<file path="config.mk">
export PLATFORM = sky130hd
export DESIGN_NAME = pixel_binarize
export DESIGN_NICKNAME = d
export VERILOG_FILES = /design/src/hw/vision_pkg.sv /design/src/hw/pixel_binarize.sv
export SDC_FILE = /design/constraint.sdc
export NUM_CORES = 1
export LEC_CHECK = 0
export ABC_AREA = 1
export BUFFER_PORTS_ARGS = -buffer_cell sky130_fd_sc_hd__buf_4
export CAP_MARGIN = 30
export CELL_PAD_IN_SITES_DETAIL_PLACEMENT = 1
export CELL_PAD_IN_SITES_GLOBAL_PLACEMENT = 1
export CORE_MARGIN = 3
export CORE_UTILIZATION = 31
export DETAILED_ROUTE_END_ITERATION = 8
export PLACE_DENSITY_LB_ADDON = 0.1
export REMOVE_ABC_BUFFERS = 1
export SETUP_SLACK_MARGIN = 0.15
export SYNTH_ARGS = -nofsm -noshare
export SYNTH_HDL_FRONTEND = slang
export SYNTH_SLANG_ARGS = --single-unit
</file>
<file path="constraint.sdc">
create_clock -name clk -period 0.8 [get_ports clk]
set_clock_uncertainty 0.05 [all_clocks]
set_input_delay 0.16 -clock clk [delete_from_list [all_inputs] [get_ports clk]]
set_output_delay 0.16 -clock clk [all_outputs]
set_load 0.05 [all_outputs]
</file>
<file path="src/hw/vision_pkg.sv">
//////////////////////////////////////////////////////////////////////
// shared types for the binary-vision front end.
// frames up to 1280x720, cell grid fixed at 16x10 with 8x5 sampling.
//////////////////////////////////////////////////////////////////////
package vision_pkg;

    localparam int MAX_CELLS_X   = 80;  // 1280 / 16.
    localparam int MAX_CELL_ROWS = 72;  // 720 / 10.

    localparam int CELL_W   = 16;
    localparam int CELL_H   = 10;
    localparam int SAMPLE_W = 8;
    localparam int SAMPLE_H = 5;
    localparam int MAJORITY = 20;       // half of the 40 sampled pixels.

    typedef logic [7:0]             luma_t;
    typedef logic [MAX_CELLS_X-1:0] cell_row_t;
    typedef logic [6:0]             cell_idx_t;

    typedef struct packed {
        logic       vsync;
        logic       hsync;
        logic       de;
        logic [7:0] r;
        logic [7:0] g;
        logic [7:0] b;
    } pixel_t;

    typedef struct packed {
        logic vsync;
        logic hsync;
        logic de;
        logic bin;
    } bin_pix_t;

    // win[0] is the current row, win[4] the row four lines above.
    typedef struct packed {
        logic       vsync;
        logic       hsync;
        logic       de;
        logic [4:0] win;
    } col_win_t;

    typedef struct packed {
        logic      req;
        cell_idx_t idx;
        cell_row_t data;
    } mem_req_t;

    typedef struct packed {
        cell_idx_t idx;
        cell_row_t row;
    } cell_out_t;

endpackage

</file>
<file path="src/hw/pixel_binarize.sv">
//////////////////////////////////////////////////////////////////////
// luma is (r + 2g + b) / 4, compared against a run-time threshold.
//////////////////////////////////////////////////////////////////////
`timescale 1ns/1ps

module pixel_binarize (
    input  logic                 clk,
    input  logic                 rstn,
    input  vision_pkg::pixel_t   pix_in,
    input  vision_pkg::luma_t    threshold,
    output vision_pkg::bin_pix_t bin_out
);

    logic [9:0]        luma_sum;
    vision_pkg::luma_t luma;

    assign luma_sum = {2'b00, pix_in.r}
                    + {1'b0, pix_in.g, 1'b0}
                    + {2'b00, pix_in.b};
    assign luma     = luma_sum[9:2];  // divide by four.

    always_ff @(posedge clk or negedge rstn) begin
        if (!rstn) begin
            bin_out <= '0;
        end else begin
            bin_out.vsync <= pix_in.vsync;
            bin_out.hsync <= pix_in.hsync;
            bin_out.de    <= pix_in.de;
            bin_out.bin   <= luma >= threshold;
        end
    end

endmodule

</file>
=== Yosys cells after proc, flatten, opt, wreduce, memory -nomap -nowiden ===
Index checks and enable logic that the tools add are counted.

* Bits in registers: 4
* Word-level logic and storage cells: 7

* Add/sub/neg operators: 2
* Order comparisons: 1

{| class="wikitable"
|+ Operators by type and width
! kind !! count
|-
| $add 10x8->10 || 1
|-
| $add 8x9->10 || 1
|-
| $ge 8x8->1 || 1
|}

=== Longest topological paths before layout ===
* Depth in word-level cells: 3
* Depth in mapped cells: 17
* Mapped depth without buffers: 17

=== Least setup slack after synthesis ===
OpenSTA, ideal clock, no wires.

* Kind: input port to flip-flop
* From: input port pix_in[1] (netlist name)
* To: register bin_out[0] (netlist name)
* Arrival: 2.180 ns
* Required time: 0.626 ns
* Slack: -1.555 ns
* Stages: 14
* Path buffers: 0
* Cells stage by stage: inv_1 fa_1 nor2_4 fa_1 nand3_1 nand2_1 nand3_2 nand2_2 nand2_1 nand2_1 ha_1 a21oi_1 o21a_1 nand3_1

* Word-level cells in the longest chain between the ends: 2

{| class="wikitable"
|+ Ends and longest elaborated chain
! item !! line !! RTL
|-
| start: declaration || pixel_binarize.sv:9 || <nowiki>input vision_pkg::pixel_t pix_in,</nowiki>
|-
| $add 10x8->10 || pixel_binarize.sv:19 || <nowiki>+ {2'b00, pix_in.b};</nowiki>
|-
| $ge 8x8->1 || pixel_binarize.sv:29 || <nowiki>bin_out.bin <= luma >= threshold;</nowiki>
|-
| end: declaration || pixel_binarize.sv:11 || <nowiki>output vision_pkg::bin_pix_t bin_out</nowiki>
|}

No other way between the ends.

=== Worst setup path in the final report ===
* From: input port pix_in[3] (netlist name)
* To: register bin_out[0] (netlist name)

Same word-level chain as after synthesis.

==> load_flow_metrics.sql <==
INSERT INTO impl_metrics (metric_group, metric, value, unit) VALUES
('status', 'run_status', 'finished, violations left', ''),
('status', 'violations_in_the_final_reports', 'hold timing, setup timing', ''),
('yosys', 'synth.avg_cell_area', '7.826', 'um2'),
('worst_hold_path', 'hold_path_class', 'input pin to register', ''),
('timing', 'grt_setup_unrepaired', 'true', ''),
('yosys', 'yosysTopAreaCell', 'sky130_fd_sc_hd__ha_1', ''),
('power_and_ir_drop', 'power.ir.vdd_worst', '0.001113', 'V'),
('detailed_routing', 'drtIter0Drc', '8', ''),
('global_routing', 'antenna_found_initial', '0', ''),
('die', 'die_h', '56.75', 'um'),
('placed_design', 'io_buffers', '40', ''),
('timing', 'worst_pin_slew', '221.6', 'ps'),
('final_layout', 'number_of_standard_cells_in_the_final_layout_excluding_fillers', '185', ''),
('placed_design', 'placed_cells', '180', ''),
('die', 'die_area', '0.003220', 'mm2'),
('placed_design', 'detailedPlacementHpwl', '1906', 'um'),
('clocking', 'htreeDepth', '1', ''),
('final_layout', 'registers_with_the_most_flip_flops', 'bin_out (4)', ''),
('critical_path', 'cpMostUsedCell', 'sky130_fd_sc_hd__buf_4', ''),
('yosys', 'top_cells_by_area_synth', 'sky130_fd_sc_hd__ha_1, sky130_fd_sc_hd__fa_1, sky130_fd_sc_hd__dfrtp_1', ''),
('timing', 'layout_min_cycle_time', '2184', 'ps'),
('timing', 'setup_viol_count_final', '5', ''),
('critical_path', 'timing.critical_path.slowest_cell_delay', '580', 'ps'),
('yosys', 'synth.top_cell.area_share', '23.51', '%'),
('detailed_routing', 'antenna_left', '0', ''),
('final_layout', 'registers.top_by_ff_count', 'bin_out', ''),
('die', 'num_rows', '17', ''),
('detailed_routing', 'vias', '875', ''),
('final_layout', 'layout.nets', '219', ''),
('die', 'start_util', '34.43', '%'),
('critical_path', 'data_required_time_of_the_worst_path', '870', 'ps'),
('yosys', 'synth_edf_count', '0', ''),
('timing', 'clock.fmax', '457.9', 'MHz'),
('critical_path', 'worst_path_cell_trace', 'buf_4, fa_1, ha_4, a21oi_1, nand2_2, buf_4, xor2_1, ha_1, nand2_1, inv_1, nand4_1, nand3_1', ''),
('timing', 'final.period_utilization', '273.0', '%'),
('critical_path', 'worst_setup_path_end_kind', 'register', ''),
('clocking', 'cts.hold.buffers_added', '1', ''),
('detailed_routing', 'finalWirelength', '2397', 'um'),
('timing', 'final_layout_worst_hold_slack', '-25.87', 'ps'),
('critical_path', 'cp.arrival', '2250', 'ps'),
('final_layout', 'most_frequent_cells_in_the_layout', 'sky130_fd_sc_hd__buf_4, sky130_fd_sc_hd__inv_1, sky130_fd_sc_hd__nand2_1, sky130_fd_sc_hd__nand2_2, sky130_fd_sc_hd__ha_1', ''),
('yosys', 'ys_seq_elements', '4', ''),
('timing', 'fin_tns_setup', '-2073', 'ps'),
('timing', 'setup_slack', '-1384', 'ps'),
('detailed_routing', 'route.detailed.vias_per_inst', '4.730', ''),
('power_and_ir_drop', 'cellLeakagePower', '0.7604', 'nW'),
('run', 'drv_cap', '0', ''),
('critical_path', 'worst-path-max-fanout', '4', ''),
('global_routing', 'grt_first_pass_wirelength', '3988', 'um'),
('final_layout', 'layout-drive-gt1-share', '52.87', '%'),
('yosys', 'dominantRegCellSynth', 'sky130_fd_sc_hd__dfrtp_1', ''),
('clocking', 'numClockSinks', '4', ''),
('clocking', 'cts_tree', 'built', ''),
('global_routing', 'grt-ovfl-total', '0', ''),
('critical_path', 'timing.critical_path.slowest_stage_cell', 'sky130_fd_sc_hd__fa_1', ''),
('detailed_routing', 'drt_pre_antenna_iters', '4', ''),
('clocking', 'clock_tree.buffer_depth', '2', ''),
('detailed_routing', 'remaining_drc_errors', '0', ''),
('yosys', 'syn-cell-area', '798.3', 'um2'),
('final_layout', 'layout_commonest_cell', 'sky130_fd_sc_hd__buf_4', ''),
('global_routing', 'global_route.usage.total', '15.58', '%'),
('clocking', 'cts_bufs_inserted', '3', ''),
('timing', 'timing.final.hold_violations', '3', ''),
('yosys', 'synth.yosys.seq_area_share', '12.54', '%'),
('final_layout', 'area_growth_syn_to_layout', '73.82', '%'),
('die', 'core', '0.002318', 'mm2'),
('detailed_routing', 'routedWlPerCell', '12.96', 'um'),
('final_layout', 'largest_reg_flops', '4', ''),
('clocking', 'clk_pin_slew_worst_paths', '40', 'ps'),
('critical_path', 'crit_type', 'input pin to register', ''),
('yosys', 'post_synth_inst_count', '102', '');
## stage by stage
stage          util (%)  hold WS, ps  cell area (um2)  total power, mW  setup WS (ps)
2_1_floorplan         -       -185.6            798.3            1.094          -1555
3_3_place_gp      52.13       -94.14             1209            1.579          -1721
3_5_place_dp      52.13       -92.94             1209            1.642          -1754
4_1_cts           56.29       -30.16             1305            2.032          -1419
5_1_grt           59.85       -38.41             1388            2.504          -1503
6_report          59.85       -25.87             1388            2.267          -1384
## synth_stat cells (2+ instances only)
cell type                 instances
sky130_fd_sc_hd__ha_1            15
sky130_fd_sc_hd__inv_1           22
sky130_fd_sc_hd__nand2_1         24
sky130_fd_sc_hd__a21oi_1          8
sky130_fd_sc_hd__nand2_2          3
sky130_fd_sc_hd__nand3_1          5
sky130_fd_sc_hd__nor2_1           2
sky130_fd_sc_hd__fa_1             8
sky130_fd_sc_hd__xor2_1           3
sky130_fd_sc_hd__dfrtp_1          4
## final timing paths
check / from / to / slack (ps) / cells after the start
setup / recovery: pix_in[3] / bin_out[0] / -1380 / 12
hold / removal: pix_in[26] / bin_out[3] / -30 / 1
max in group asynchronous: rstn / bin_out[1] / 390 / 2
min in group asynchronous: rstn / bin_out[3] / 210 / 2
## where the power goes
group          switching, mW  total (mW)  internal (mW)
registers             0.0148       0.247          0.232
clock network         0.0936       0.262          0.169
logic                  0.892        1.76          0.865
## area by class of cell
class / count / area, um2
Fill cell: 295 / 930.9
Sequential cell: 4 / 100.1
Tap cell: 28 / 35.03
Inverter: 23 / 86.33
Multi-Input combinational cell: 75 / 732.0
Timing Repair Buffer: 52 / 411.6
Clock buffer: 3 / 22.52
## metal layers
metal  wire length [um]  share of wire (%)  track usage (%)
met1                879                 37            15.99
met5                  0                  0                0
met4                 16               0.67            3.974
met2               1412                 59            31.68
met3                 89                3.7            2.529
## what timing repair did
item / CTS / global route
buffers inserted: 1 / 0
pin swaps: 11 / 10
endpoints found under the setup margin: 5 / 5
resized for setup: 13 / 18
hold endpoints to repair: 7 / 3
## critical path, delay by kind of cell
kind	cells	cell delay [ps]
XOR/XNOR	1	170
buffers and inverters	3	300
AND/OR/NAND/NOR	4	360
adder cells (fa/ha/maj)	3	1080
AO/OA/AOI/OAI	1	180
## cell families (layout without fill, tap and decap cells)
logic type	count (synthesis)	after routing	synth area share, %
AND/OR/NAND/NOR	37	37	21.16
buffers and inverters	23	78	10.81
AO/OA/AOI/OAI	12	12	8.621
XOR/XNOR	3	3	3.292
adder cells (fa/ha/maj)	23	23	43.57
flip-flops	4	4	12.54
Note: power is estimated with default switching activity, not from simulation.
