## src/hw/vision_pkg.sv

```systemverilog
//////////////////////////////////////////////////////////////////////
// shared types for the binary-vision front end.
// frames up to 1280x720, cell grid fixed at 16x10 with 8x5 sampling.
//////////////////////////////////////////////////////////////////////
package vision_pkg;

    localparam int MAX_CELLS_X   = 80;  // 1280 / 16.
    localparam int MAX_CELL_ROWS = 72;  // 720 / 10.

    localparam int CELL_W   = 16;
    localparam int CELL_H   = 10;
    localparam int SAMPLE_W = 8;
    localparam int SAMPLE_H = 5;
    localparam int MAJORITY = 20;       // half of the 40 sampled pixels.

    typedef logic [7:0]             luma_t;
    typedef logic [MAX_CELLS_X-1:0] cell_row_t;
    typedef logic [6:0]             cell_idx_t;

    typedef struct packed {
        logic       vsync;
        logic       hsync;
        logic       de;
        logic [7:0] r;
        logic [7:0] g;
        logic [7:0] b;
    } pixel_t;

    typedef struct packed {
        logic vsync;
        logic hsync;
        logic de;
        logic bin;
    } bin_pix_t;

    // win[0] is the current row, win[4] the row four lines above.
    typedef struct packed {
        logic       vsync;
        logic       hsync;
        logic       de;
        logic [4:0] win;
    } col_win_t;

    typedef struct packed {
        logic      req;
        cell_idx_t idx;
        cell_row_t data;
    } mem_req_t;

    typedef struct packed {
        cell_idx_t idx;
        cell_row_t row;
    } cell_out_t;

endpackage

```

## src/hw/cell_readout.sv

```systemverilog
//////////////////////////////////////////////////////////////////////
// after frame_done, streams cell rows 0..V_ACT/10-1 in order.
// one word leaves per credit, the consumer pulses credit_in to return one.
//////////////////////////////////////////////////////////////////////
`timescale 1ns/1ps

module cell_readout #(
    parameter int V_ACT   = 720,
    parameter int CREDITS = 4
) (
    input  logic                  clk,
    input  logic                  rstn,
    input  logic                  frame_done,
    output vision_pkg::mem_req_t  rd_req,
    input  logic                  rd_gnt,
    input  vision_pkg::cell_row_t rd_data,
    output logic                  out_valid,
    output vision_pkg::cell_out_t out_cell,
    input  logic                  credit_in
);

    localparam int CELL_ROWS = V_ACT / vision_pkg::CELL_H;
    localparam int CRD_W     = $clog2(CREDITS + 1);

    typedef enum logic [1:0] {IDLE, READ, WAIT_DATA, SEND} state_t;

    state_t                state;
    vision_pkg::cell_idx_t idx;
    logic [CRD_W-1:0]      credit_cnt;
    logic                  send;

    assign send        = (state == SEND) && (credit_cnt != '0);
    assign rd_req.req  = state == READ;
    assign rd_req.idx  = idx;
    assign rd_req.data = '0;  // read only.

    always_ff @(posedge clk or negedge rstn) begin
        if (!rstn) begin
            credit_cnt <= CRD_W'(CREDITS);
        end else begin
            case ({send, credit_in})
                2'b10:   credit_cnt <= credit_cnt - 1'b1;
                2'b01:   credit_cnt <= credit_cnt + 1'b1;
                default: credit_cnt <= credit_cnt;
            endcase
        end
    end

    always_ff @(posedge clk or negedge rstn) begin
        if (!rstn) begin
            state     <= IDLE;
            idx       <= '0;
            out_valid <= 1'b0;
        end else begin
            out_valid <= send;
            case (state)
                IDLE: if (frame_done) begin
                    idx   <= '0;
                    state <= READ;
                end
                READ: if (rd_gnt) state <= WAIT_DATA;
                WAIT_DATA: state <= SEND;  // rd_data lands now.
                SEND: if (send) begin
                    idx   <= idx + 1'b1;
                    state <= (idx == vision_pkg::cell_idx_t'(CELL_ROWS - 1)) ? IDLE : READ;
                end
                default: state <= IDLE;
            endcase
        end
    end

    always_ff @(posedge clk) begin
        if (state == WAIT_DATA) begin
            out_cell.idx <= idx;
            out_cell.row <= rd_data;
        end
    end

endmodule

```

## config.mk

```make
export PLATFORM = sky130hd
export DESIGN_NAME = cell_readout
export DESIGN_NICKNAME = d
export VERILOG_FILES = /design/src/hw/vision_pkg.sv /design/src/hw/cell_readout.sv
export SDC_FILE = /design/constraint.sdc
export NUM_CORES = 1
export LEC_CHECK = 0
export BUFFER_PORTS_ARGS = -buffer_cell sky130_fd_sc_hd__buf_2
export CAP_MARGIN = 20
export CORE_MARGIN = 2
export CORE_UTILIZATION = 30
export CTS_CLUSTER_DIAMETER = 40
export DETAILED_ROUTE_END_ITERATION = 8
export RECOVER_POWER = 25
export SETUP_SLACK_MARGIN = 0.5
export SYNTH_ARGS = -nofsm -noshare
export SYNTH_HDL_FRONTEND = slang
export SYNTH_SLANG_ARGS = --single-unit
```

## constraint.sdc

```tcl
create_clock -name clk -period 4.1 [get_ports clk]
set_input_delay 0.82 -clock clk [delete_from_list [all_inputs] [get_ports clk]]
set_output_delay 0.82 -clock clk [all_outputs]
set_load 0.02 [all_outputs]
```

# Word-level counts from Yosys, hierarchy flattened
# Index checks and enable logic that the tools add are counted.
[classes]
n_mux = 9
n_eq_ne = 9
add_sub_neg = 3
n_reduce_logical = 7
[ops]
columns = ["operator", "n"]
rows = [
  ["$mux W7", 2],
  ["$pmux W7 S2", 1],
  ["$pmux W2 S4", 1],
  ["$add A7 B1 Y7 const B", 1],
  ["$eq A7 B7 Y1 const B", 1],
  ["$eq A2 B2 Y1 const B", 3],
  ["$mux W2", 3],
  ["$pmux W3 S2", 1],
  ["$reduce_and A3 Y1", 2],
  ["$eq A2 B1 Y1 const B", 2],
  ["$ne A2 B2 Y1 const B", 2],
  ["$reduce_bool A2 Y1", 2],
  ["$add A3 B1 Y3 const B", 1],
  ["$reduce_bool A3 Y1", 1],
  ["$sub A3 B1 Y3 const B", 1],
  ["$logic_not A2 Y1", 1],
  ["$ne A2 B1 Y1 const B", 1],
  ["$logic_and A1 B1 Y1", 1],
  ["$mux W1", 1],
]
[totals]
out_inout_bits = 176
wordCells = 34
regBits = 100
inputBits = 85

# Logic depth before layout (Yosys ltp)
# Gate-level depths: netlist (run 1).
[logic_depth]
ltp_word = 4
mapped_depth = 10
mapped_depth_nobuf = 8

# Worst setup path after synthesis (run 1)
# OpenSTA, ideal clock, no wires.
[synth_path]
path_type = "register to register"
start = "reg state[0]"
end = "reg out_cell[0] in the netlist's numbering, enable pin"
path_buffers = 0
t_arrival_ps = 2603
required_ps = 3644
stages_incl_launch_ff = 3
setup_time_ps = 456
setup_slack_ps = 1041
cell_sequence = "dfrtp_1 inv_1 ha_1"
[synth_via]
elab_chain_len = 1
[synth_lines]
columns = ["item", "line_no", "source"]
rows = [
  ["start: declaration", "cell_readout.sv:27", "state_t state;"],
  ["start signal: assignment", "cell_readout.sv:65", "state <= (idx == vision_pkg::cell_idx_t'(CELL_ROWS - 1)) ? IDLE : READ;"],
  ["$eq A2 B2 Y1", "cell_readout.sv:73", "if (state == WAIT_DATA) begin"],
  ["end: declaration", "cell_readout.sv:18", "output vision_pkg::cell_out_t out_cell,"],
]
# Every way passes these cells.
# A chain may end at the register's enable or synchronous reset.

# Final worst setup path (run 1)
[layout_path]
start = "reg state[1]"
end = "reg credit_cnt[1]"
[layout_via]
elab_chain_len = 4
word_cells_on_any_way = 6
cone_classes = "3 x eq/ne; 1 x mux; 2 x reduce/logical"
[layout_lines]
columns = ["item", "line_no", "source"]
rows = [
  ["$eq A2 B2 Y1 *", "cell_readout.sv:32", "assign send = (state == SEND) && (credit_cnt != '0);"],
  ["$logic_and A1 B1 Y1 *", "cell_readout.sv:32", ""],
  ["$eq A2 B1 Y1 or $eq A2 B2 Y1 (tied branches)", "cell_readout.sv:41", "case ({send, credit_in})"],
  ["$pmux W3 S2 or $reduce_bool A2 Y1 (tied branches)", "-", ""],
  ["end signal: assignment", "cell_readout.sv:42", "2'b10: credit_cnt <= credit_cnt - 1'b1;"],
  ["end signal: assignment", "cell_readout.sv:43", "2'b01: credit_cnt <= credit_cnt + 1'b1;"],
  ["end signal: assignment", "cell_readout.sv:44", "default: credit_cnt <= credit_cnt;"],
  ["end: declaration", "cell_readout.sv:29", "logic [CRD_W-1:0] credit_cnt;"],
]
# Mark *: on every way between the ends. The rest lies on a longest branch, timed or not.

==> impl_metrics.json, run 1 <==
{
  "gr-usage-all-layers_pct": 10.91,
  "fin_skew_ns": 0.006508,
  "status": "completed",
  "fin_crit_ns": 2.258,
  "drive_gt1_share_pct": 45.29,
  "avgSynthCellArea_sq_um": 16.07,
  "core_sq_um": 13240,
  "netlist_area_sq_um": 4066,
  "grt_max_degree": 88,
  "ioPinCount": 261,
  "start_kind": "flop",
  "p_total_mw": 3.639,
  "cts_made_buffers": 9,
  "die_h_microns": 120.4,
  "synth_cell_type_count": 37,
  "avgRoutedWirePerCell_microns": 13.20,
  "synth_seq_cells": 100,
  "cts_buffer_depth": 2,
  "gp_congestion": 0.7634,
  "antennaDiodeCount": 0,
  "synthAdderAreaFrac_pct": 2.646,
  "mostFrequentLayoutCell": "buf_2",
  "htreeDepth": 3,
  "vias": 2417,
  "yosysTopAreaCellShare_pct": 64.25,
  "dr.first_iter.drc_count": 164,
  "area_growth_pct": 27.63,
  "cts_setup_buffers": 0,
  "synth.area.mux_share_pct": 0.8923,
  "final_cell_area_sq_um": 5190,
  "hold_class": "input port to async pin",
  "rows": 42,
  "path_clk_slew_ns": 0.07,
  "start_util_pct": 30.71,
  "synth-simple-area-share_pct": 5.231,
  "yosys_warnings": 0,
  "synth_compound_gate_area_share_pct": 2.615,
  "hold_violations": 0,
  "drt-vias-per-instance": 3.886,
  "ys_seq_area_share_pct": 72.28,
  "period_share_pct": 55.08,
  "port_buffers": 180,
  "whs_ns": 0.5091,
  "rsz0062_at_grt": "no",
  "fmax_mhz": 442.8,
  "tightest_slew_ns": 0.7362,
  "cts_resized": 0,
  "p_per_area_nw_per_um2": 701.2,
  "final_antenna_net_count": 0,
  "ir_worst_vdd_uv": 267.8,
  "dp_hpwl_mm": 6.268,
  "cellLeakagePower_nw": 2.307,
  "maxCapViolCount": 0,
  "yosys-top-cells-area": "edfxtp_1 (64%), buf_4 (15%), dfrtp_1 (7.4%)",
  "synth_area_leader_cell": "edfxtp_1",
  "antenna_found_initial": 0,
  "netlist_instances": 253,
  "clock_latency_ns": 0.34,
  "crit_fanout": 17,
  "dieArea_sq_um": 14500,
  "slew_headroom_pct": 50.92,
  "cts_tree": "built",
  "synth_top_family_by_area": "buffers and inverters",
  "required_ns": 4.33,
  "first_global_vias": 2187,
  "synthXorXnorAreaFrac_pct": 0.6462,
  "wl_mm": 8.212,
  "arrival_ns": 2.49,
  "dpl_cell_area_sq_um": 4881,
  "nets": 534,
  "end_kind": "flop",
  "chipWidth_microns": 120.4,
  "drt_drc_violations_left": 0,
  "grt_first_pass_wirelength_mm": 11.66,
  "finalSetupViolations": 0,
  "numClockSinks": 100,
  "slew_violations": 0,
  "root_buffer": "clkbuf_16",
  "mostFrequentLayoutCells": "buf_2 (179), edfxtp_1 (87), conb_1 (80)",
  "first_pass_iters": 4,
  "path_class": "flop to flop",
  "setup_tns_ns": 0,
  "cts.hold.buffers_added": 0,
  "r2r_slack_ns": 1.84,
  "grt.overflow.total": 0
}
-- power by group --
group	switching [mW]	leakage (nW)	total (mW)	internal (mW)
clock	0.377	0.136	0.798	0.421
combinational	0.824	1.19	1.21	0.382
sequential	0.139	0.976	1.63	1.50
total	1.34	2.31	3.64	2.30
-- flip-flops by register name, indices dropped and copies added (netlist names) --
name        flops
out_valid       1
credit_cnt      3
out_cell       87
state           2
idx             7
-- cell usage after synthesis --
cell / count
buf_4: 81
ha_1: 7
mux2i_1: 1
nand4_1: 2
a21o_1: 1
nor4b_1: 1
nand2_1: 12
conb_1: 1
nor2b_1: 1
fa_1: 1
o311ai_0: 2
or3b_1: 1
and3_4: 1
o2111ai_1: 1
a32oi_1: 1
nand4b_1: 1
o31ai_1: 1
a31o_2: 1
mux2_2: 1
o211ai_1: 5
dfrtp_1: 12
or4b_4: 1
nor3_1: 1
a41o_1: 1
xnor2_1: 1
nand2b_1: 2
xor2_1: 2
nand3b_1: 4
and3_1: 1
nor2_1: 2
edfxtp_1: 87
mux2_4: 1
inv_1: 5
dfstp_2: 1
or3_1: 1
nand3_1: 6
clkbuf_1: 2
-- path summary, 6_finish.rpt --
| kind | from | end | cells after the start |
|---|---|---|---|
| worst min register to register | credit_cnt[2]$_DFFE_PN1P_ | credit_cnt[2]$_DFFE_PN1P_ | 1 |
| max in group asynchronous | rstn | idx[3]$_DFFE_PN0P_ | 1 |
| worst max-delay path | state[1]$_DFFE_PN0P_ | credit_cnt[1]$_DFFE_PN0P_ | 6 |
| min in group clk | credit_cnt[2]$_DFFE_PN1P_ | credit_cnt[2]$_DFFE_PN1P_ | 1 |
| worst min-delay path | rstn | credit_cnt[1]$_DFFE_PN0P_ | 1 |
| worst max register to register | state[1]$_DFFE_PN0P_ | credit_cnt[1]$_DFFE_PN0P_ | 6 |
-- layer usage --
layer	global-route usage, %	vias up	wire [microns]
met5	0	-	0
met4	6.323	0	181
met3	4.104	11	1001
met2	17.20	170	3840
met1	12.71	1109	3189
li1	-	1127	-
-- cells by family after synthesis --
logic type,after synthesis
AOI/OAI and AO/OA,13
muxes,3
and+or+nand+nor,37
xor gates and xnor gates,3
other,1
DFF,100
adders and majority gates,8
buffers and inverters,88
-- critical path: stages, from the launching register on --
cell and delay, ns:
dfrtp_1 0.46, ha_1 0.53, nand2_1 0.15, ha_1 0.24, inv_1 0.08, fa_1 0.41
mux2_2 0.27
-- cell type report --
class	instances	area, sq um
clock buffer	9	225.2
clock inverter	7	57.56
fill	1294	8053
inverter	5	18.77
multi-input combinational	144	802.0
sequential	100	2939
tap	176	220.2
timing repair buffer	181	927.1
-- per-stage QoR --
step	utilization, %	std cells	setup slack, ns
4_1_cts	38.99	621	1.833
3_5_place_dp	36.86	605	1.839
6_report	39.19	622	1.842
5_1_grt	39.19	622	1.663
2_1_floorplan	-	332	1.041
3_3_place_gp	36.86	605	1.946
(Power assumes the default switching activity.)
==> run 2, diff against run 1 <==
==> constraint.sdc (replaced) <==
create_clock -name clk -period 2.4 [get_ports clk]
set_input_delay 0.48 -clock clk [delete_from_list [all_inputs] [get_ports clk]]
set_output_delay 0.48 -clock clk [all_outputs]
set_load 0.02 [all_outputs]
==> impl_metrics.json, run 2 (synthesis results as in run 1) <==
{
  "status": "completed",
  "mostFrequentLayoutCells": "buf_2 (179), edfxtp_1 (87), conb_1 (80)",
  "p_switching_mw": 2.330,
  "cts_buffer_depth": 2,
  "core_sq_um": 13240,
  "critPathBufInv": 1,
  "area_growth_pct": 30.25,
  "pwr-share-comb_pct": 34.4,
  "drt_drc_violations_left": 0,
  "final_util_pct": 39.99,
  "cp_top_family": "simple AND/OR/NAND/NOR gates",
  "path_class": "flop to flop",
  "cts_made_buffers": 9,
  "avgRoutedWirePerCell_microns": 13.57,
  "ioPinCount": 261,
  "reg.largest.list": "out_cell: 87 flops, idx: 7 flops, credit_cnt: 3 flops",
  "nets": 541,
  "top_register": "out_cell",
  "drive_gt1_share_pct": 47.90,
  "drt-vias-per-instance": 3.971,
  "rsz0062_at_grt": "yes",
  "root_buffer": "clkbuf_16",
  "dpl_cell_area_sq_um": 4938,
  "p_seq_share_pct": 43.2,
  "hold_violations": 0,
  "setup_tns_ns": 0,
  "p_clk_share_pct": 22.4,
  "max_stage_delay_ns": 0.40,
  "seq_area_sq_um": 2943,
  "setup_slack_ns": 0.4829,
  "dieArea_sq_um": 14500,
  "critPathSlowestCell": "dfrtp_2",
  "end_kind": "flop",
  "numClockSinks": 100,
  "rows": 42,
  "slew_headroom_pct": 49.56,
  "tightest_slew_ns": 0.7567,
  "die_h_microns": 120.4,
  "first_global_vias": 2251,
  "nFillCells": 1286,
  "largest_reg_flops": 87,
  "grt_first_pass_wirelength_mm": 11.88,
  "final_antenna_net_count": 0,
  "required_ns": 2.66,
  "final_cell_area_sq_um": 5296,
  "start_util_pct": 30.71,
  "p_total_mw": 6.456,
  "antennaDiodeCount": 0,
  "slew_violations": 0,
  "p_per_area_nw_per_um2": 1219,
  "chipWidth_microns": 120.4,
  "wl_mm": 8.538,
  "path_clk_slew_ns": 0.07,
  "clock_latency_ns": 0.34,
  "ir_worst_vdd_uv": 401.3,
  "fmax_mhz": 521.6,
  "start_kind": "flop",
  "crit_path_frequent_cell": "xor2_1",
  "cts_tree": "built",
  "multiInputGateArea_sq_um": 842.1,
  "port_buffers": 180,
  "grt_max_degree": 46,
  "finalSetupViolations": 0,
  "pre_cts_ws_ns": 0.3478,
  "swShare_pct": 36.09,
  "period_share_pct": 79.88,
  "gp_congestion": 0.7775,
  "arrival_ns": 2.18,
  "dp_hpwl_mm": 6.483,
  "maxCapViolCount": 0,
  "fin_skew_ns": 0.006472,
  "path_cells": "or3_4 > nand2_4 > ha_4 > inv_1 > fa_2 > xor2_1 > nor2_1 > xor2_1",
  "antenna_found_initial": 0,
  "cellLeakagePower_nw": 2.348,
  "first_pass_iters": 4,
  "fin_crit_ns": 1.917,
  "grt.overflow.total": 0,
  "cts.hold.buffers_added": 0,
  "gr-usage-all-layers_pct": 11.15,
  "htreeDepth": 3,
  "crit_fanout": 2,
  "p_int_mw": 4.126,
  "vias": 2498,
  "hold_class": "input port to async pin",
  "mostFrequentLayoutCell": "buf_2",
  "dr.first_iter.drc_count": 228
}
-- run 2: cell count changes in the layout (fill, tap and decap cells not counted), moves of 2 or more --
cell and change:
inv_6 -2, ha_4 +2, dfrtp_1 -3, ha_1 -2, buf_4 +7, dfrtp_2 +3
-- run 2: area by class of cell --
type / instances / area share, %
Sequential cell: 100 / 55.56
Timing Repair Buffer: 188 / 18.36
Multi-Input combinational cell: 144 / 15.90
Clock buffer: 10 / 4.323
Tap cell: 176 / 4.158
Clock inverter: 6 / 1.347
Inverter: 5 / 0.3544
-- run 2: path summary, 6_finish.rpt --
| check | start | endpoint | slack (ns) | cells past startpoint |
|---|---|---|---|---|
| min in group clk | rd_data[66] | out_cell[66]$_DFFE_PN_ | 0.31 | 1 |
| hold reg to reg | credit_cnt[2]$_DFFE_PN1P_ | credit_cnt[2]$_DFFE_PN1P_ | 0.55 | 1 |
| hold / removal | rstn | state[0]$_DFFE_PN0P_ | 0.18 | 1 |
| setup / recovery | credit_cnt[0]$_DFFE_PN0P_ | credit_cnt[2]$_DFFE_PN1P_ | 0.48 | 8 |
| setup reg to reg | credit_cnt[0]$_DFFE_PN0P_ | credit_cnt[2]$_DFFE_PN1P_ | 0.48 | 8 |
| max in group asynchronous | rstn | credit_cnt[1]$_DFFE_PN0P_ | 1.70 | 1 |
-- run 2: power groups by stage --
stage / combinational (mW) / sequential (mW) / clock [mW]
detailed placement: 2.14 / 2.85 / 0
CTS: 2.22 / 2.80 / 1.49
floorplan: 0.964 / 3.38 / 0
global route: 2.40 / 2.84 / 1.56
global placement: 2.10 / 2.82 / 0
finish: 2.22 / 2.79 / 1.45
-- run 2: worst reg2reg max path: stages (launching register included) --
cell and delay, ns:
dfrtp_2 0.40, or3_4 0.40, nand2_4 0.08, ha_4 0.13, inv_1 0.05, fa_2 0.33, xor2_1 0.15, nor2_1 0.12
xor2_1 0.19
-- run 2: repair_timing --
| action | in CTS | in global routing |
|---|---|---|
| resized for setup | 4 | 0 |
| endpoints found under the setup margin | 4 | 4 |
| buffers inserted | 3 | 3 |
| pin swaps | 5 | 1 |
-- run 2: metal layers --
layer | GRT usage (%) | vias to the layer above | routed length, microns
met5 | 0 | - | 0
met4 | 6.613 | 0 | 232
met3 | 4.292 | 15 | 1006
met2 | 17.87 | 177 | 4048
met1 | 12.60 | 1163 | 3251
li1 | - | 1143 | -
-- run 2: stage by stage --
| stage | std cells | hold slack (ns) |
|---|---|---|
| 2_1_floorplan | 332 | 0.1844 |
| 3_3_place_gp | 607 | 0.3915 |
| 3_5_place_dp | 607 | 0.3941 |
| 4_1_cts | 626 | 0.01673 |
| 5_1_grt | 629 | 0.2219 |
| 6_report | 629 | 0.1808 |
