[src/hw/vision_pkg.sv]
//////////////////////////////////////////////////////////////////////
// shared types for the binary-vision front end.
// frames up to 1280x720, cell grid fixed at 16x10 with 8x5 sampling.
//////////////////////////////////////////////////////////////////////
package vision_pkg;

    localparam int MAX_CELLS_X   = 80;  // 1280 / 16.
    localparam int MAX_CELL_ROWS = 72;  // 720 / 10.

    localparam int CELL_W   = 16;
    localparam int CELL_H   = 10;
    localparam int SAMPLE_W = 8;
    localparam int SAMPLE_H = 5;
    localparam int MAJORITY = 20;       // half of the 40 sampled pixels.

    typedef logic [7:0]             luma_t;
    typedef logic [MAX_CELLS_X-1:0] cell_row_t;
    typedef logic [6:0]             cell_idx_t;

    typedef struct packed {
        logic       vsync;
        logic       hsync;
        logic       de;
        logic [7:0] r;
        logic [7:0] g;
        logic [7:0] b;
    } pixel_t;

    typedef struct packed {
        logic vsync;
        logic hsync;
        logic de;
        logic bin;
    } bin_pix_t;

    // win[0] is the current row, win[4] the row four lines above.
    typedef struct packed {
        logic       vsync;
        logic       hsync;
        logic       de;
        logic [4:0] win;
    } col_win_t;

    typedef struct packed {
        logic      req;
        cell_idx_t idx;
        cell_row_t data;
    } mem_req_t;

    typedef struct packed {
        cell_idx_t idx;
        cell_row_t row;
    } cell_out_t;

endpackage

[src/hw/compress_window.sv]
//////////////////////////////////////////////////////////////////////
// one bit per 16x10 cell, decided on the 8x5 sample area at its top-left.
// H_ACT and V_ACT must be multiples of 16 and 10.
//////////////////////////////////////////////////////////////////////
`timescale 1ns/1ps

module compress_window #(
    parameter int H_ACT = 1280,
    parameter int V_ACT = 720
) (
    input  logic                 clk,
    input  logic                 rstn,
    input  vision_pkg::col_win_t win_in,
    output vision_pkg::mem_req_t wr_req,
    input  logic                 wr_gnt,
    output logic                 frame_done
);

    localparam int CELLS_X   = H_ACT / vision_pkg::CELL_W;
    localparam int CELL_ROWS = V_ACT / vision_pkg::CELL_H;
    localparam int CX_W      = $clog2(CELLS_X + 1);

    logic                  de_d;
    logic                  de_fall;
    logic                  sample_row;
    logic [3:0]            row_cnt;   // line within the block.
    logic [3:0]            col_cnt;   // pixel within the cell.
    logic [CX_W-1:0]       cell_x;
    vision_pkg::cell_idx_t blk_cnt;
    logic [2:0]            col_sum;
    logic [5:0]            sum;       // max 40.
    logic                  wr_last;
    vision_pkg::cell_row_t row_word;

    assign de_fall    = de_d & ~win_in.de;
    assign sample_row = row_cnt == 4'(vision_pkg::SAMPLE_H - 1);
    assign col_sum    = {2'b00, win_in.win[0]} + {2'b00, win_in.win[1]}
                      + {2'b00, win_in.win[2]} + {2'b00, win_in.win[3]}
                      + {2'b00, win_in.win[4]};

    always_ff @(posedge clk or negedge rstn) begin
        if (!rstn) begin
            de_d       <= 1'b0;
            row_cnt    <= '0;
            col_cnt    <= '0;
            cell_x     <= '0;
            blk_cnt    <= '0;
            sum        <= '0;
            row_word   <= '0;
            wr_req     <= '0;
            wr_last    <= 1'b0;
            frame_done <= 1'b0;
        end else begin
            de_d       <= win_in.de;
            frame_done <= 1'b0;
            if (wr_gnt) begin
                wr_req.req <= 1'b0;
                frame_done <= wr_last;  // last cell row is stored.
            end
            if (win_in.vsync) begin
                row_cnt  <= '0;
                col_cnt  <= '0;
                cell_x   <= '0;
                blk_cnt  <= '0;
                sum      <= '0;
                row_word <= '0;
            end else begin
                if (win_in.de) begin
                    col_cnt <= col_cnt + 1'b1;
                    if (sample_row && col_cnt < 4'(vision_pkg::SAMPLE_W)) begin
                        sum <= sum + {3'b000, col_sum};
                    end
                    if (col_cnt == 4'(vision_pkg::CELL_W - 1)) begin
                        col_cnt <= '0;
                        cell_x  <= cell_x + 1'b1;
                        sum     <= '0;
                        if (sample_row) begin
                            row_word[cell_x] <= sum >= 6'(vision_pkg::MAJORITY);
                        end
                    end
                end else begin
                    col_cnt <= '0;
                    cell_x  <= '0;
                end

                ////////////////////////////////////////////////////////////////////
                // end of line: advance the block row, post the cell row.
                ////////////////////////////////////////////////////////////////////
                if (de_fall) begin
                    row_cnt <= (row_cnt == 4'(vision_pkg::CELL_H - 1)) ? '0 : row_cnt + 1'b1;
                    if (sample_row) begin
                        wr_req.req  <= 1'b1;
                        wr_req.idx  <= blk_cnt;
                        wr_req.data <= row_word;
                        wr_last     <= blk_cnt == vision_pkg::cell_idx_t'(CELL_ROWS - 1);
                        blk_cnt     <= blk_cnt + 1'b1;
                        row_word    <= '0;
                    end
                end
            end
        end
    end

endmodule

[config.mk]
export PLATFORM = sky130hd
export DESIGN_NAME = compress_window
export DESIGN_NICKNAME = d
export VERILOG_FILES = /design/src/hw/vision_pkg.sv /design/src/hw/compress_window.sv
export SDC_FILE = /design/constraint.sdc
export NUM_CORES = 1
export LEC_CHECK = 0
export ABC_AREA = 1
export BUFFER_PORTS_ARGS = -buffer_cell sky130_fd_sc_hd__buf_2
export CAP_MARGIN = 20
export CORE_MARGIN = 3
export CORE_UTILIZATION = 30
export CTS_BUF_LIST = sky130_fd_sc_hd__clkbuf_4 sky130_fd_sc_hd__clkbuf_8 sky130_fd_sc_hd__clkbuf_16
export CTS_CLUSTER_SIZE = 30
export DETAILED_ROUTE_END_ITERATION = 8
export SYNTH_ARGS = -nofsm -noshare
export SYNTH_HDL_FRONTEND = slang
export SYNTH_SLANG_ARGS = --single-unit
[constraint.sdc]
create_clock -name clk -period 5.4 [get_ports clk]
set_clock_uncertainty 0.15 [all_clocks]
set_input_delay 0.27 -clock clk [delete_from_list [all_inputs] [get_ports clk]]
set_output_delay 0.27 -clock clk [all_outputs]
set_load 0.02 [all_outputs]
# Word level (Yosys, flattened, before mapping)
# Index checks and enable logic that the tools add are counted.
# totals
register_bits	199
latch_bits	0
ram_bits	0
romBits	0
in_bits	11
output_inout_bits	89
elab_cells	72
memories	0
# op_classes
add_sub_neg	9
mul	0
div_mod_pow	0
n_lt_le_gt_ge	4
n_eq_ne	5
n_shift	0
muxes	30
bitwise_logic	3
n_reduce_logical	9
# ops
op	n
$mux W80	6
$mux W88	3
$bwmux W80	1
$mux W7	6
$mux W4	6
$mux W6	4
$add A7 B1 Y7 const B	2
$add A4 B1 Y4 const B	2
$eq A4 B4 Y1 const B	2
$lt A7 B8 Y1 const B	1
$demux W1 S7	1
$eq A7 B7 Y1 const B	1
$ge A7 B1 Y1 const B	1
$add A3 B1 Y3	2
$add A6 B3 Y6	1
$ge A6 B5 Y1 const B	1
$reduce_bool A2 Y1	3
$eq A4 B3 Y1 const B	1
$lt A4 B4 Y1 const B	1
$reduce_and A2 Y1	2
$add A2 B1 Y3	1
$mux W1	3
$ne A3 B1 Y1 const B	1
$reduce_and A3 Y1	1
other kinds (5)	7

# Longest topological paths before layout
# Gate-level depths: netlist of run 1.
# logic_depth
depth_word	11
depth_mapped	13
mapped_depth_nobuf	13

# Least setup slack after synthesis of run 1
# No wires, ideal clock.
# synth_timing
kind	input port to flip-flop
from	in win_in[0] (netlist bit)
to	reg sum[4]
setup_ns	0.065
arrival_time_ns	2.353
required_ns	5.185
slack_ns	2.832
cell_stages	13
path_buffers	0
path_cell_list	fa_1 > inv_1 > fa_1 > inv_1 > ha_1 > fa_1 > nand3_1 > nand2_1 > nand2_1 > nand2_1 > nor2_1 > nand3_1 > nand2_1
# synth_via
elab_chain_cells	9
# synth_lines
item	line	source
from (decl)	compress_window.sv:13	input vision_pkg::col_win_t win_in,
$add A1 B1 Y2	compress_window.sv:37	assign col_sum = {2'b00, win_in.win[0]} + {2'b00, win_in.win[1]}
$add A2 B1 Y3	compress_window.sv:38	+ {2'b00, win_in.win[2]} + {2'b00, win_in.win[3]}
$add A3 B1 Y3	compress_window.sv:38	
$add A3 B1 Y3	compress_window.sv:39	+ {2'b00, win_in.win[4]};
$add A6 B3 Y6	compress_window.sv:71	sum <= sum + {3'b000, col_sum};
$mux W6	compress_window.sv:70	if (sample_row && col_cnt < 4'(vision_pkg::SAMPLE_W)) begin
$mux W6	compress_window.sv:73	if (col_cnt == 4'(vision_pkg::CELL_W - 1)) begin
$mux W6	compress_window.sv:68	if (win_in.de) begin
$mux W6	compress_window.sv:60	if (win_in.vsync) begin
to (signal assigned)	compress_window.sv:71	
to (decl)	compress_window.sv:31	logic [5:0] sum;
# Every way passes these cells. The select of a mux whose other input is x is not followed.
# A chain may end at the register's enable or synchronous reset.

# Final worst setup path of run 1
# layout_timing
from	reg row_cnt[0]
to	reg row_word[15]
# layout_via
elab_chain_cells	7
# layout_lines
item	line	source
from (decl)	compress_window.sv:26	logic [3:0] row_cnt;
from (signal assigned)	compress_window.sv:90	row_cnt <= (row_cnt == 4'(vision_pkg::CELL_H - 1)) ? '0 : row_cnt + 1'b1;
$eq A4 B3 Y1 (*)	compress_window.sv:36	assign sample_row = row_cnt == 4'(vision_pkg::SAMPLE_H - 1);
$mux W80	compress_window.sv:77	if (sample_row) begin
$mux W80	compress_window.sv:73	
$mux W80	compress_window.sv:68	
$mux W80	compress_window.sv:91	if (sample_row) begin
$mux W80 (*)	compress_window.sv:89	if (de_fall) begin
$mux W80 (*)	compress_window.sv:60	
to (signal, indexed assignment)	compress_window.sv:78	row_word[cell_x] <= sum >= 6'(vision_pkg::MAJORITY);
to (decl)	compress_window.sv:33	vision_pkg::cell_row_t row_word;
# Every way passes the cells marked *; elsewhere a longest branch is shown, timed or not.

==> results of run 1 <==
-- report_power, final --
| group | total (uW) | switching, uW | internal, uW | leakage, uW |
|---|---|---|---|---|
| Clock | 1440 | 626 | 814 | 0.000329 |
| Sequential | 1520 | 12.4 | 1510 | 0.00277 |
| Combinational | 170 | 120 | 50.5 | 0.00266 |
-- through the flow --
stage               hold WS (ns)  instance area (um^2)   util  std cells
detailed placement         0.242                  9870  0.332       1576
global route              0.0851                 10600  0.356       1612
CTS                       0.0446                 10600  0.356       1612
floorplan                 -0.176                  9070      -       1124
finish                    0.0535                 10600  0.356       1612
global placement           0.235                  9870  0.332       1576
-- kinds of logic (layout without fill, tap and decap cells) --
group	after synthesis	after routing	share of synthesized area
AO/OA/AOI/OAI	119	119	0.0665
XOR/XNOR	4	4	0.00386
adder cells (fa/ha/maj)	13	13	0.0204
buffers and inverters	161	259	0.0766
flip-flops	199	199	0.549
AND/OR/NAND/NOR	628	628	0.284
-- state kept, by name, summed over array words and instances (netlist names) --
register / cells
row_word: 80
de_d: 1
cell_x: 7
wr_last: 1
sum: 6
col_cnt: 4
wr_req: 88
frame_done: 1
blk_cnt: 7
row_cnt: 4
-- layer usage --
metal | wire length (um) | vias up
li1 | - | 3667
met1 | 10300 | 3424
met2 | 10300 | 123
met3 | 1030 | 23
met4 | 354 | 0
met5 | 0 | -
-- layout make-up --
cell class | count | share of cell area
Sequential cell | 199 | 0.470
Multi-Input combinational cell | 764 | 0.322
Timing Repair Buffer | 109 | 0.0559
Tap cell | 390 | 0.0461
Inverter | 118 | 0.0418
Clock buffer | 18 | 0.0415
Clock inverter | 14 | 0.0225
-- synth_stat cells --
master / number
buf_2: 12
nand2_2: 2
a21oi_1: 19
nand3b_1: 1
nand2_4: 1
buf_4: 12
nor2_1: 185
buf_1: 7
ha_1: 10
buf_6: 4
dfrtp_1: 199
o21bai_1: 1
nor2_2: 4
nand2_1: 330
nand3_2: 1
clkbuf_1: 8
nand3_1: 86
inv_2: 5
nor2_4: 5
xor2_1: 3
nor3_1: 5
xnor2_1: 1
o31ai_1: 1
fa_1: 3
o21ai_0: 96
o22ai_1: 2
nor3_2: 3
nand4_1: 5
inv_1: 113
-- critical path: stages (launching register included) --
cell,delay [ns]
dfrtp_1,0.40
inv_1,0.09
ha_1,0.20
nand2_1,0.16
nor2_4,0.08
nand2_1,0.11
nand2_2,0.13
inv_2,0.47
buf_4,0.57
nand2_1,0.14
nor2_1,0.13
-- what timing repair did --
item	in CTS	in global routing
gates resized for setup	0	0
hold buffers	4	0
endpoints found under the hold margin	91	0
-- worst max-delay path by stage --
stage	depth (start not counted)	to	startpoint
after detailed placement	14	sum[4]$_DFFE_PN0P_	win_in[0]
final	10	row_word[15]$_DFF_PN0_	row_cnt[0]$_DFFE_PN0P_
after CTS	10	row_word[15]$_DFF_PN0_	row_cnt[0]$_DFFE_PN0P_
after global routing	7	wr_req[12]$_DFFE_PN0P_	row_cnt[0]$_DFFE_PN0P_
after floorplan	13	sum[4]$_DFFE_PN0P_	win_in[0]
after global placement	14	sum[4]$_DFFE_PN0P_	win_in[0]
==> impl_metrics.py, run 1 <==
metrics = {
    "floorplan": {
        "die_x_um": 180,
        "initial_core_util": 0.305,
        "std_cell_rows": 63,
        "die_height_um": 180,
        "dieArea_um2": 32400,
        "io_pins": 100,
        "coreArea_um2": 29700,
    },
    "timing": {
        "relSlewSlack": 0.465,
        "rsz0062_at_grt": "no",
        "setup_slack_ns": 2.66,
        "clock.fmax_ghz": 0.365,
        "hold_violations": 0,
        "fin_tns_setup_ns": 0,
        "maxSlewViolCount": 0,
        "period_share": 0.507,
        "setup_viol": 0,
        "min_period_ns": 2.74,
        "worst_slew_pin_slew_ns": 0.799,
    },
    "grt": {
        "grt_usage": 0.137,
        "antenna_found_initial": 0,
        "grt_pass1_vias": 6880,
        "use_met1": 0.186,
        "use_met3": 0.0360,
        "gr-usage-met2": 0.215,
        "grt-ovfl-total": 0,
        "grt_first_pass_wirelength_um": 36400,
        "grt_max_degree": 90,
        "grt.busiest_layer": "met2",
    },
    "layout": {
        "final_nets": 1233,
        "layout-drive-gt1-share": 0.130,
        "syn_to_final_growth_pct": 16.7,
        "final_common_cell": "nand2_1",
        "n_antenna_cell": 0,
        "n_fill_cell": 3046,
        "most-common-layout-cells": "nand2_1, dfrtp_1, nor2_1",
        "seq_area_um2": 4980,
        "multi_input_comb_area_um2": 3410,
    },
    "placement": {
        "dp_hpwl_um": 14600,
        "place_ws_ns": 2.56,
        "numPortBuffers": 98,
        "gp_congestion": 0.800,
    },
    "synthesis": {
        "netlist_instances": 1124,
        "syn-cell-area_um2": 9070,
        "ys.warnings.count": 0,
        "synth.top_cell.area_share": 0.549,
        "ys_top_cells_by_area": "dfrtp_1, nand2_1, nor2_1, o21ai_0, nand3_1",
        "ys_ff_latch": 199,
        "yosysTopAreaCell": "dfrtp_1",
        "syn_nets": 1148,
        "ys_seq_area_frac": 0.549,
        "avgSynthCellArea_um2": 8.07,
        "ys_types": 29,
    },
    "detailed_routing": {
        "wl_per_cell_um": 13.6,
        "drtIter0Drc": 497,
        "drc": 0,
        "drt_wl_total_um": 21900,
        "ant_nets": 0,
        "firstDrtPassIters": 5,
        "via_per_inst": 4.49,
        "vias": 7237,
    },
    "setup_path": {
        "cp_max_fo": 50,
        "worstSetupStartpointType": "register",
        "worstSetupPathType": "register to register",
        "end_kind": "register",
        "worstReg2RegEnd": "row_word[15]$_DFF_PN0_",
        "reg2reg_slack_ns": 2.66,
        "r2r_start": "row_cnt[0]$_DFFE_PN0P_",
        "reg2reg_depth": 10,
        "required_ns": 5.62,
        "worstPathArrival_ns": 2.96,
    },
    "clock_tree": {
        "post_cts_buffers": 0,
        "insertion_delay_ns": 0.44,
        "cts-buffers-inserted": 17,
        "cts_tree": "built",
        "clockBufferDepth": 2,
        "clkTransAtPathRegs_ns": 0.08,
        "cts-root-buf": "clkbuf_16",
        "htreeDepth": 4,
        "cts_num_sinks": 199,
    },
    "power_and_ir_drop": {
        "peakVddDrop_mv": 0.177,
        "p_leak_uw": 0.00576,
        "power_density_nw_per_um2": 296,
        "design_power_total_uw": 3130,
    },
    "outcome": {
        "status": "finished, final reports clean",
    },
    "worst_hold_path": {
        "min_path_type": "input port to register",
        "whs_endpoint": "sum[0]$_DFFE_PN0P_",
        "holdPathStages": 4,
        "min_from": "win_in[2]",
    },
    "job": {
        "cap_violations": 0,
    },
}
No activity file was read; power rests on OpenSTA's default activity.
==> run 2, diff against run 1 <==
Clock period 5.4 ns to 2.8 ns, I/O delays scaled along.
==> run 2 against run 1 <==
Register-to-register slack worse by 2.2 ns; final area is 0.93% higher; setup slack worse by 2.2 ns; sequential power is 93% higher; critical path depth is 1 lower; critical path type unchanged; largest cell class unchanged.
==> impl_metrics.py, run 2 (synthesis results as in run 1) <==
metrics = {
    "placement": {
        "numPortBuffers": 98,
        "dp_hpwl_um": 15200,
        "gp_congestion": 0.852,
    },
    "timing": {
        "setup_viol": 0,
        "relSlewSlack": 0.306,
        "rsz0062_at_grt": "no",
        "worst_slew_pin_slew_ns": 1.04,
        "maxSlewViolCount": 0,
        "clock.fmax_ghz": 0.434,
        "min_period_ns": 2.31,
        "period_share": 0.824,
        "fin_tns_setup_ns": 0,
        "hold_violations": 0,
    },
    "layout": {
        "layout-drive-gt1-share": 0.136,
        "regMostFlops": "wr_req",
        "reg_top3": "wr_req: 88 flops, row_word: 80 flops",
        "final_common_cell": "nand2_1",
        "n_antenna_cell": 0,
        "final_nets": 1243,
        "largest_reg_flops": 88,
        "most-common-layout-cells": "nand2_1, dfrtp_1, nor2_1",
        "syn_to_final_growth_pct": 17.8,
    },
    "floorplan": {
        "die_height_um": 180,
        "io_pins": 100,
        "std_cell_rows": 63,
        "dieArea_um2": 32400,
        "die_x_um": 180,
        "initial_core_util": 0.305,
        "coreArea_um2": 29700,
    },
    "clock_tree": {
        "cts-root-buf": "clkbuf_16",
        "insertion_delay_ns": 0.43,
        "clockBufferDepth": 2,
        "ctsResizeCount": 0,
        "cts_tree": "built",
        "clkTransAtPathRegs_ns": 0.08,
        "cts-buffers-inserted": 17,
        "htreeDepth": 4,
        "cts_num_sinks": 199,
    },
    "grt": {
        "gr-usage-met2": 0.221,
        "use_met3": 0.0308,
        "antenna_found_initial": 0,
        "use_met1": 0.193,
        "grt_pass1_vias": 7074,
        "grt-ovfl-total": 0,
        "grt_max_degree": 79,
        "grt_usage": 0.140,
        "grt.busiest_layer": "met2",
        "grt_first_pass_wirelength_um": 37200,
    },
    "job": {
        "cap_violations": 0,
    },
    "power_and_ir_drop": {
        "p_leak_uw": 0.00581,
        "peakVddDrop_mv": 0.353,
        "design_power_total_uw": 5860,
        "power_density_nw_per_um2": 548,
    },
    "setup_path": {
        "cp_top_family": "simple AND/OR/NAND/NOR gates",
        "worstSetupStartpointType": "register",
        "reg2reg_depth": 9,
        "cp_max_fo": 11,
        "required_ns": 3.01,
        "worstSetupPathType": "register to register",
        "critical_path.max_stage_delay_ns": 0.44,
        "worstReg2RegEnd": "row_word[15]$_DFF_PN0_",
        "reg2reg_slack_ns": 0.49,
        "crit_start": "col_cnt[0]$_DFF_PN0_",
        "r2r_start": "col_cnt[0]$_DFF_PN0_",
        "crit_chain": "ha_1, nand3_2, inv_2, nand2_1, nor2_2, nand2_1, nand2_1, nand2_1, nor2_1",
        "crit_path_frequent_cell": "nand2_1",
        "path_buf_inv": 1,
        "worstPathArrival_ns": 2.52,
        "critPathCapture": "row_word[15]$_DFF_PN0_",
        "cp_num_cells": 9,
        "cp_slowest_cell": "nor2_2",
        "end_kind": "register",
    },
    "detailed_routing": {
        "drt_wl_total_um": 22500,
        "wl_per_cell_um": 13.9,
        "drtIter0Drc": 431,
        "ant_nets": 0,
        "vias": 7375,
        "drc": 0,
        "firstDrtPassIters": 7,
        "via_per_inst": 4.55,
    },
    "worst_hold_path": {
        "min_path_type": "input port to async pin",
    },
    "outcome": {
        "status": "finished, final reports clean",
    },
}
## run 2: area by class of cell
class	instances	area [um^2]
Clock buffer	18	433
Clock inverter	14	190
Sequential cell	199	4980
Inverter	118	443
Timing Repair Buffer	119	744
Fill cell	3041	19000
Multi-Input combinational cell	764	3410
Tap cell	390	488
## run 2: worst register-to-register path: cells and delay by family, from the launching register on
family	cells	cell delay (ns)
fa+ha+maj	1	0.21
simple gates	7	1.28
buf+inv	1	0.23
flops	1	0.37
## run 2: worst min path at each step
stage,start,endpoint,slack (ns),cells past startpoint
global placement,rstn,wr_req[31]$_DFFE_PN0P_,-0.02,1
finish,rstn,wr_req[33]$_DFFE_PN0P_,0.07,2
global route,rstn,wr_req[33]$_DFFE_PN0P_,0.11,2
CTS,rstn,wr_req[33]$_DFFE_PN0P_,0.08,2
floorplan,rstn,blk_cnt[0]$_DFFE_PN0P_,-0.31,0
detailed placement,rstn,wr_req[31]$_DFFE_PN0P_,-0.02,1
## run 2: metrics by stage
stage | hold WS, ns | cell area [um^2] | setup WS [ns] | std cells | util
finish | 0.0728 | 10700 | 0.493 | 1622 | 0.360
global route | 0.109 | 10700 | 0.235 | 1622 | 0.360
CTS | 0.0793 | 10700 | 0.464 | 1622 | 0.360
detailed placement | -0.0152 | 10000 | 0.105 | 1585 | 0.337
global placement | -0.0184 | 10000 | 0.146 | 1585 | 0.337
floorplan | -0.306 | 9070 | 0.362 | 1124 | -
## run 2: report_power, final
part | leakage, uW | internal, uW | switching (uW) | total, uW
sequential | 0.00277 | 2910 | 24.2 | 2930
clock | 0.000303 | 1380 | 1210 | 2580
combinational | 0.00274 | 110 | 234 | 344
## run 2: routing by layer
layer  share of wire  wire length [um]
met5               0                 0
met4           0.015               336
met3           0.048              1080
met2            0.47             10600
met1            0.47             10500
## run 2: what timing repair did
| action | in CTS | in global routing |
|---|---|---|
| hold endpoints to repair | 182 | 0 |
| setup buffers | 0 | 0 |
| hold buffers | 5 | 0 |
